[src/source/phy_types_pkg.sv]
`default_nettype none

package phy_types_pkg;

    // Clocks per bit on the serial line
    localparam int CLKDIV_COUNT = 8;

    // Frame kind field, received LSB first after the start bit
    typedef enum logic [1:0] {
        KIND_COMMA_1 = 2'b00,
        KIND_COMMA_2 = 2'b01,
        KIND_DATA    = 2'b10,
        KIND_INVALID = 2'b11
    } frame_kind_t;

    // Comma decode handed to the flit assembler
    typedef enum logic [1:0] {
        NADA                = 2'b00,
        SELECT_COMMA_1_FLIT = 2'b01,
        SELECT_COMMA_2_FLIT = 2'b10
    } comma_sel_t;

    // One decoded frame, qualified by done
    typedef struct packed {
        comma_sel_t comma_sel;
        logic [7:0] data;
    } rx_result_t;

    // Assembled flit, qualified by flit_valid
    typedef struct packed {
        logic [31:0] payload;
        logic        last;
    } flit_t;

endpackage

`default_nettype wire

[src/source/phy_endpoint_rx.sv]
`timescale 1ns/1ps
`default_nettype none

module phy_endpoint_rx (
    input  logic                  CLK,
    input  logic                  nRST,
    input  logic                  serial_in,
    output phy_types_pkg::flit_t  flit,
    output logic                  flit_valid,
    output logic                  link_err
);
    import phy_types_pkg::*;

    logic       line;
    logic       fall;
    logic       bit_tick;
    logic       timer_en;
    logic       done;
    logic       rx_err;
    rx_result_t result;

    phy_rx_sampler phy_rx_sampler_i (
        .CLK       (CLK),
        .nRST      (nRST),
        .serial_in (serial_in),
        .timer_en  (timer_en),
        .line      (line),
        .fall      (fall),
        .bit_tick  (bit_tick)
    );

    phy_rx_fsm phy_rx_fsm_i (
        .CLK      (CLK),
        .nRST     (nRST),
        .line     (line),
        .fall     (fall),
        .bit_tick (bit_tick),
        .timer_en (timer_en),
        .done     (done),
        .rx_err   (rx_err),
        .result   (result)
    );

    phy_flit_assembler phy_flit_assembler_i (
        .CLK        (CLK),
        .nRST       (nRST),
        .done       (done),
        .rx_err     (rx_err),
        .result     (result),
        .flit       (flit),
        .flit_valid (flit_valid),
        .link_err   (link_err)
    );

endmodule

`default_nettype wire

[src/source/phy_flit_assembler.sv]
`timescale 1ns/1ps
`default_nettype none

module phy_flit_assembler (
    input  logic                       CLK,
    input  logic                       nRST,
    input  logic                       done,
    input  logic                       rx_err,
    input  phy_types_pkg::rx_result_t  result,
    output phy_types_pkg::flit_t       flit,
    output logic                       flit_valid,
    output logic                       link_err
);
    import phy_types_pkg::*;

    logic [1:0]  flits_left;
    logic [1:0]  byte_idx;
    logic [23:0] acc;
    logic        grp_open;
    logic        is_comma;

    assign grp_open = (flits_left != 2'd0);
    assign is_comma = (result.comma_sel != NADA);

    always_ff @(posedge CLK, negedge nRST) begin
        if (!nRST) begin
            flits_left <= 2'd0;
            byte_idx   <= 2'd0;
            flit_valid <= 1'b0;
            link_err   <= 1'b0;
        end else begin
            flit_valid <= 1'b0;
            link_err   <= 1'b0;
            if (rx_err) begin
                link_err   <= 1'b1;
                flits_left <= 2'd0;
            end else if (done && is_comma) begin
                // A comma mid-group is an error but still starts a fresh group
                link_err   <= grp_open;
                flits_left <= (result.comma_sel == SELECT_COMMA_2_FLIT) ? 2'd2 : 2'd1;
                byte_idx   <= 2'd0;
            end else if (done) begin
                if (!grp_open) begin
                    link_err <= 1'b1;
                end else begin
                    byte_idx <= byte_idx + 2'd1;
                    if (byte_idx == 2'd3) begin
                        flit_valid <= 1'b1;
                        flits_left <= flits_left - 2'd1;
                    end
                end
            end
        end
    end

    // Byte lanes fill LSB first
    always_ff @(posedge CLK) begin
        if (done && !is_comma && grp_open) begin
            if (byte_idx == 2'd3) begin
                flit.payload <= {result.data, acc};
                flit.last    <= (flits_left == 2'd1);
            end else begin
                acc[{byte_idx, 3'b000} +: 8] <= result.data;
            end
        end
    end

    assert property (@(posedge CLK) disable iff (!nRST) flit_valid |-> $past(grp_open))
        else $error("flit emitted with no group open");

endmodule

`default_nettype wire

[src/source/phy_rx_fsm.sv]
`timescale 1ns/1ps
`default_nettype none

module phy_rx_fsm (
    input  logic                     CLK,
    input  logic                     nRST,
    input  logic                     line,
    input  logic                     fall,
    input  logic                     bit_tick,
    output logic                     timer_en,
    output logic                     done,
    output logic                     rx_err,
    output phy_types_pkg::rx_result_t result
);
    import phy_types_pkg::*;

    typedef enum logic [2:0] {
        IDLE,
        START,
        RECEIVE,
        DONE,
        ERROR
    } rx_state_t;

    rx_state_t   state;
    rx_state_t   next_state;
    logic [3:0]  bit_cnt;
    logic [7:0]  shreg;
    frame_kind_t kind_q;
    frame_kind_t kind_now;
    logic        is_stop;
    logic        shift_en;

    // Kind bits arrive LSB first, so bit 0 sits at the top of the shift register
    assign kind_now = frame_kind_t'({line, shreg[7]});

    // Stop bit follows 2 kind bits, plus 8 payload bits for data
    assign is_stop = (bit_cnt == 4'd2 && kind_q != KIND_DATA) ||
                     (bit_cnt == 4'd10 && kind_q == KIND_DATA);

    assign shift_en = (state == RECEIVE) && bit_tick && !is_stop;

    always_comb begin
        next_state = state;
        case (state)
            IDLE: begin
                if (fall) begin
                    next_state = START;
                end
            end
            START: begin
                if (bit_tick) begin
                    next_state = line ? ERROR : RECEIVE;
                end
            end
            RECEIVE: begin
                if (bit_tick) begin
                    if (bit_cnt == 4'd1 && kind_now == KIND_INVALID) begin
                        next_state = ERROR;
                    end else if (is_stop) begin
                        next_state = line ? DONE : ERROR;
                    end
                end
            end
            DONE: begin
                next_state = IDLE;
            end
            ERROR: begin
                // Wait for the line to settle high before hunting again
                if (bit_tick && line) begin
                    next_state = IDLE;
                end
            end
            default: begin
                next_state = IDLE;
            end
        endcase
    end

    always_ff @(posedge CLK, negedge nRST) begin
        if (!nRST) begin
            state   <= IDLE;
            rx_err  <= 1'b0;
            bit_cnt <= '0;
            shreg   <= '0;
        end else begin
            state  <= next_state;
            rx_err <= (next_state == ERROR) && (state != ERROR);
            if (state != RECEIVE) begin
                bit_cnt <= '0;
            end else if (bit_tick) begin
                bit_cnt <= bit_cnt + 4'd1;
            end
            if (shift_en) begin
                shreg <= {line, shreg[7:1]};
            end
        end
    end

    always_ff @(posedge CLK) begin
        if (shift_en && bit_cnt == 4'd1) begin
            kind_q <= kind_now;
        end
    end

    assign timer_en = (state == START) || (state == RECEIVE) || (state == ERROR);
    assign done     = (state == DONE);

    always_comb begin
        result.data = shreg;
        case (kind_q)
            KIND_COMMA_1: result.comma_sel = SELECT_COMMA_1_FLIT;
            KIND_COMMA_2: result.comma_sel = SELECT_COMMA_2_FLIT;
            default:      result.comma_sel = NADA;
        endcase
        if (state != DONE) begin
            result.comma_sel = NADA;
        end
    end

    assert property (@(posedge CLK) disable iff (!nRST)
        (shreg != $past(shreg)) |-> ($past(state) == RECEIVE))
        else $error("shift register moved outside RECEIVE");

    assert property (@(posedge CLK) disable iff (!nRST) !(done && rx_err))
        else $error("done and rx_err together");

endmodule

`default_nettype wire

[src/source/phy_rx_sampler.sv]
`timescale 1ns/1ps
`default_nettype none

module phy_rx_sampler (
    input  logic CLK,
    input  logic nRST,
    input  logic serial_in,
    input  logic timer_en,
    output logic line,
    output logic fall,
    output logic bit_tick
);
    import phy_types_pkg::*;

    localparam int CNT_W     = $clog2(CLKDIV_COUNT);
    localparam int HALF_BIT  = CLKDIV_COUNT / 2;

    logic             sync_q1;
    logic             sync_q2;
    logic             line_q;
    logic [CNT_W-1:0] count;
    logic [CNT_W-1:0] count_last;
    logic             first_half;

    // Two-flop synchronizer, idles high like the line
    always_ff @(posedge CLK, negedge nRST) begin
        if (!nRST) begin
            sync_q1 <= 1'b1;
            sync_q2 <= 1'b1;
            line_q  <= 1'b1;
        end else begin
            sync_q1 <= serial_in;
            sync_q2 <= sync_q1;
            line_q  <= sync_q2;
        end
    end

    assign line = sync_q2;
    assign fall = line_q & ~sync_q2;

    // First period is half a bit to land on mid-bit
    assign count_last = first_half ? CNT_W'(HALF_BIT - 1) : CNT_W'(CLKDIV_COUNT - 1);

    always_ff @(posedge CLK, negedge nRST) begin
        if (!nRST) begin
            count      <= '0;
            first_half <= 1'b1;
            bit_tick   <= 1'b0;
        end else if (!timer_en) begin
            count      <= '0;
            first_half <= 1'b1;
            bit_tick   <= 1'b0;
        end else if (count == count_last) begin
            count      <= '0;
            first_half <= 1'b0;
            bit_tick   <= 1'b1;
        end else begin
            count    <= count + 1'b1;
            bit_tick <= 1'b0;
        end
    end

    // The state machine must not drop timer_en right as a tick is issued
    assert property (@(posedge CLK) disable iff (!nRST) !timer_en |-> !bit_tick)
        else $error("bit_tick while timer disabled");

endmodule

`default_nettype wire

[config.mk]
export PLATFORM = sky130hd
export DESIGN_NAME = phy_endpoint_rx
export DESIGN_NICKNAME = d
export VERILOG_FILES = /design/src/source/phy_types_pkg.sv /design/src/source/phy_endpoint_rx.sv /design/src/source/phy_flit_assembler.sv /design/src/source/phy_rx_fsm.sv /design/src/source/phy_rx_sampler.sv
export SDC_FILE = /design/constraint.sdc
export NUM_CORES = 1
export LEC_CHECK = 0
export BUFFER_PORTS_ARGS = -buffer_cell sky130_fd_sc_hd__buf_2
export CAP_MARGIN = 5
export CORE_MARGIN = 4
export CORE_UTILIZATION = 55
export CTS_CLUSTER_DIAMETER = 30
export DETAILED_ROUTE_END_ITERATION = 8
export GPL_TIMING_DRIVEN = 0
export PLACE_DENSITY = 0.87
export RECOVER_POWER = 100
export SKIP_CTS_REPAIR_TIMING = 1
export SLEW_MARGIN = 20
export SYNTH_ARGS = -nofsm -noshare
export SYNTH_HDL_FRONTEND = slang
export SYNTH_SLANG_ARGS = --single-unit
[constraint.sdc]
create_clock -name CLK -period 3.1 [get_ports CLK]
set_input_delay 0.31 -clock CLK [delete_from_list [all_inputs] [get_ports CLK]]
set_output_delay 0.31 -clock CLK [all_outputs]
set_load 0.05 [all_outputs]
# Yosys cells after proc, flatten, opt, wreduce, memory -nomap -nowiden
# Cells that the tools add are included.
[op_classes]
addsub = 5
multipliers = 0
div = 0
order_cmp = 0
n_eq_ne = 20
shifts = 2
muxes = 39
bitwise_logic = 4
reduce_logical = 30
[ops]
columns = ["cell", "count"]
rows = [
  ["2-to-1 mux 3 bit", 11],
  ["bitwise mux 24 bit", 1],
  ["variable shift 8 x 7 -> 24 bit (first input constant)", 1],
  ["variable part select 8 x 7 -> 24 bit", 1],
  ["2-to-1 mux 2 bit", 10],
  ["2-to-1 mux 1 bit", 13],
  ["case mux 3 bit (4 select lines)", 1],
  ["logical AND 1 bit", 11],
  ["nonzero test 2 bit", 5],
  ["nonzero test 3 bit", 3],
  ["equality test 2 bit (second input constant)", 4],
  ["2-to-1 mux 4 bit", 2],
  ["negator 5 -> 7 bit", 1],
  ["equality test 3 x 2 -> 1 bit (second input constant)", 2],
  ["equality test 3 bit (second input constant)", 2],
  ["!= test 3 x 2 -> 1 bit (second input constant)", 2],
  ["AND reduction 3 bit", 2],
  ["adder 4 x 1 -> 4 bit (second input constant)", 1],
  ["equality test 2 x 1 -> 1 bit (second input constant)", 2],
  ["equality test 4 x 1 -> 1 bit (second input constant)", 1],
  ["equality test 4 x 2 -> 1 bit (second input constant)", 1],
  ["equality test 4 bit (second input constant)", 1],
  ["!= test 2 bit (second input constant)", 2],
  ["case mux 2 bit (2 select lines)", 1],
  ["other kinds (13)", 19],
]
[word_totals]
regBits = 89
latch_bits = 0
ramBits = 0
mem_bits_ro = 0
mem_count = 0

# Longest topological paths before layout
[logic_depth]
depth_word = 9
mapped_depth = 6
depth_no_buf = 6

# Cells and area by module
# Synthesis repeated with hierarchy kept, for this count alone.
[hier_totals]
cells_unflattened = 239
area_unflattened_um2 = 3637.2
[modules_own_cells]
columns = ["mod", "instances", "cells_each", "area_each_um2", "seq_area_each_um2"]
rows = [
  ["phy_flit_assembler", 1, 132, 2361.0, 1861.8],
  ["phy_rx_fsm", 1, 86, 983.4, 460.4],
  ["phy_rx_sampler", 1, 21, 292.8, 205.2],
]

# Least setup slack after synthesis
# OpenSTA, ideal clock, no wires.
[synth_timing]
kind = "reg2reg"
startpoint = "reg phy_rx_fsm_i.state[0]"
endpoint = "reg, netlist name phy_flit_assembler_i.flit[0]"
setup_ns = 0.423
arrival_time_ns = 2.293
t_required_ns = 2.677
setup_slack_ns = 0.384
stages_incl_launch_ff = 5
path_buffers = 1
synth_period_minus_slack_ns = 2.716
path_cell_list = "dfrtp_1 -> clkbuf_1 -> and3b_1 -> nand2_1 -> nor2_1"
[synth_between]
elab_chain_cells = 7
word_cells_on_any_way = 8
[synth_lines]
columns = ["item", "line", "text"]
rows = [
  ["start, declared", "phy_rx_fsm.sv:25", "rx_state_t state;"],
  ["start signal, assigned", "phy_rx_fsm.sv:87", "state <= next_state;"],
  ["!= test 3 x 2 -> 1 bit", "phy_rx_fsm.sv:116", "if (state != DONE) begin"],
  ["2-to-1 mux 2 bit", "phy_rx_fsm.sv:116", ""],
  ["nonzero test 2 bit", "phy_flit_assembler.sv:23", "assign is_comma = (result.comma_sel != NADA);"],
  ["logical NOT 1 bit", "phy_flit_assembler.sv:58", "if (done && !is_comma && grp_open) begin"],
  ["logical AND 1 bit * (2 in series)", "phy_flit_assembler.sv:58", ""],
  ["AND reduction 2 bit (no source line) *", "--", ""],
]
# Every way passes the cells marked *; elsewhere a longest branch is shown, timed or not.
# A chain may end at the register's enable or synchronous reset.

# Final worst setup path
[layout_timing]
startpoint = "reg phy_rx_fsm_i.state[1]"
endpoint = "reg, netlist name phy_flit_assembler_i.flit[15]"
[layout_between]
elab_chain_cells = 7
word_cells_on_any_way = 8
[layout_lines]
columns = ["item", "line"]
rows = [
  ["!= test 3 x 2 -> 1 bit", "phy_rx_fsm.sv:116"],
  ["2-to-1 mux 2 bit", "phy_rx_fsm.sv:116"],
  ["nonzero test 2 bit", "phy_flit_assembler.sv:23"],
  ["logical NOT 1 bit", "phy_flit_assembler.sv:58"],
  ["logical AND 1 bit * (2 in series)", "phy_flit_assembler.sv:58"],
  ["AND reduction 2 bit (no source line) *", "--"],
]
# Marked as above.

==> results.cfg <==
[status]
status = finished, violations left
violations = max-capacitance violations, max-slew violations

[global_route]
grt_max_degree = 31
grt_pass1_vias = 1940
overflow = 0
grt_use_total_pct = 16.5
grt_pass1_wl_mm = 9.54
top_usage_layer = met2
grt_util_met3_pct = 4.10
grt_antenna_before_repair = 0
gr-usage-met2_pct = 28.6
grt_use_met1_pct = 20.0

[worst_setup_path]
critPathKind = flip-flop to flip-flop
path_max_fanout = 27
startpoint_type = flip-flop
crit_path_end_kind = flip-flop
cp_data_arrival_time_ns = 2.32
worstPathRequired_ns = 3.15

[final_layout]
diodes = 0
stdcell_area_um2 = 3980
drive_above_1_share_pct = 12.2
fin_nets = 295
syn2layout_area_growth_pct = 12.4

[clock_tree]
cts_tree = built
clk-insertion-delay-late_ns = 0.35
cts_root_buf = clkbuf_8
cts.sinks = 89
cts_buffers = 9
path_clk_slew_ns = 0.09
cts.path.max_buffers = 2
htreeDepth = 3

[floorplan]
dieWidth_um = 88.2
dieHeight_um = 88.2
core_um2 = 6100
initial_core_util_pct = 58.1
rows = 28
die_area_um2 = 7780
ios = 38

[yosys]
yosysTopAreaCell = edfxtp_1
synthFlopType = edfxtp_1
synthArstFlopShare_pct = 33.7
synth_top_cell_area_share_pct = 50.1
syn-instance-count = 232
synth_nets = 246
netlist_area_um2 = 3540
synthXorXnorAreaFrac_pct = 2.19
synth_compound_area_share_pct = 5.13
synthSimpleGateAreaFrac_pct = 13.0
yosysMostFrequentCell = edfxtp_1
synthTopCellsByArea = edfxtp_1 (50%), dfrtp_1 (18%), and2_1 (4.9%), ha_1 (3.9%), dfstp_2 (3.0%)
synth_fa_ha_area_share_pct = 3.89
ys_ff_latch = 89
synth.distinct_cells = 38
avgSynthCellArea_um2 = 15.3
yosys-top-cells-count = edfxtp_1 (59), and2_1 (28), dfrtp_1 (26), nor2_1 (12), ha_1 (11)
ys_seq_area_share_pct = 71.4
synth_edf_count = 59
synth_top_family_by_area = simple AND/OR/NAND/NOR gates
yosys_warnings = 0
synthMuxAreaShare_pct = 2.55

[pwr]
ir_drop_uv = 395
leakagePower_nw = 1.51
powerDensity_nw_per_um2 = 672

[timing]
finalCriticalPeriod_ns = 2.27
rsz0062_at_grt = false
maxSlewHeadroom_pct = -5.14
final-hold-violation-count = 0
fin_crit_sh_pct = 73.3
setup_violations = 0
fmax_mhz = 440
finClkSkew_ns = 0.00661
finalMaxSlewViolations = 31
holdWs_ns = 0.0500
tightestPinTransition_ns = 1.58

[drt]
drt-total-wl_mm = 5.73
vias = 1941
ant_nets = 0
wl_per_cell_um = 15.9
drt-pass1-iter-count = 4
drc_errors = 0
viasPerCell = 5.38
drt_iter0_markers = 94

[placed_design]
place_area_um2 = 3850
io_buffers = 37
gp_congestion = 0.804
dp_hpwl_mm = 3.88

[run]
cap_violations = 1

[hold_path]
hp-class = input port to flip-flop
-- worst paths after layout --
check / endpoint / cells past startpoint / slack [ns] / from
min in group asynchronous: phy_rx_sampler_i.count[1]$_DFF_PN0_ / 1 / 0.34 / nRST
worst min-delay path: phy_rx_sampler_i.sync_q1$_DFF_PN1_ / 1 / 0.05 / serial_in
worst max-delay path: phy_flit_assembler_i.flit[15]$_DFFE_PP_ / 5 / 0.83 / phy_rx_fsm_i.state[1]$_DFF_PN0_
max in group asynchronous: phy_rx_fsm_i.shreg[0]$_DFFE_PN0P_ / 1 / 1.84 / nRST
worst min register to register: phy_rx_sampler_i.line$_DFF_PN1_ / 0 / 0.37 / phy_rx_sampler_i.sync_q1$_DFF_PN1_
worst max register to register: phy_flit_assembler_i.flit[15]$_DFFE_PP_ / 5 / 0.83 / phy_rx_fsm_i.state[1]$_DFF_PN0_
-- power by group --
group / internal [W] / switching (W)
clock network: 0.000376 / 0.000397
logic: 0.000176 / 0.000308
registers: 0.00135 / 0.0000689
total: 0.00190 / 0.000773
-- kinds of logic after synthesis --
family | after synthesis
and+or+nand+nor | 76
xor gates and xnor gates | 8
muxes | 8
DFF | 89
AOI/OAI and AO/OA | 25
adders and majority gates | 11
buffers and inverters | 15
-- area by class of cell --
cell class	instances	area (um2)
fillers	461	2120
inverters	10	37.5
flip-flops and latches	89	2530
multi-input cells	128	931
clock inverters	6	67.6
repair buffers	38	168
well taps	75	93.8
plain buffers	5	27.5
clock buffers	10	128
-- worst max-delay path, cell delays in order (launching register included) --
cell,delay (ns)
dfrtp_1,0.35
clkbuf_1,0.32
and3b_1,0.30
nand2_1,0.11
nor2_1,0.64
buf_16,0.26
-- state kept, by name, indices dropped and copies added (netlist names), 2 cells and up --
name                             count
phy_rx_fsm_i.state                   3
phy_flit_assembler_i.byte_idx        2
phy_flit_assembler_i.flit           33
phy_rx_fsm_i.kind_q                  2
phy_rx_fsm_i.bit_cnt                 4
phy_flit_assembler_i.flits_left      2
phy_rx_fsm_i.shreg                   8
phy_rx_sampler_i.count               3
phy_flit_assembler_i.acc            24
-- layout by cell type, fill, tap and decap left out, types with 2 or more instances in the layout --
cell type,n
edfxtp_1,59
clkbuf_1,40
and2_0,28
dfrtp_1,26
nor2_1,12
ha_1,11
inv_1,10
clkbuf_8,9
mux2_2,8
nor3b_1,7
a211oi_1,6
nand2_1,6
o21ai_0,6
nand2b_1,5
nand3_1,5
xor2_1,4
or3b_2,3
nor3_1,3
a21oi_1,3
xnor2_1,3
dfstp_2,3
buf_2,2
o22ai_1,2
a21o_1,2
clkinv_4,2
-- stage by stage --
step	power (W)	util (%)	setup WS, ns	setup TNS, ns	std cells
2_1_floorplan	0.00180	-	0.384	0	232
3_3_place_gp	0.00189	62.6	-0.187	-6.10	344
3_5_place_dp	0.00194	63.2	1.02	0	345
4_1_cts	0.00270	66.4	0.990	0	361
5_1_grt	0.00283	65.3	0.656	0	361
6_report	0.00268	65.3	0.829	0	361
-- routing by layer --
layer | vias to the layer above | wire (um)
met5 | - | 0
met4 | 0 | 107
met3 | 10 | 312
met2 | 52 | 3040
met1 | 946 | 2270
li1 | 933 | -
(Power assumes the default switching activity.)
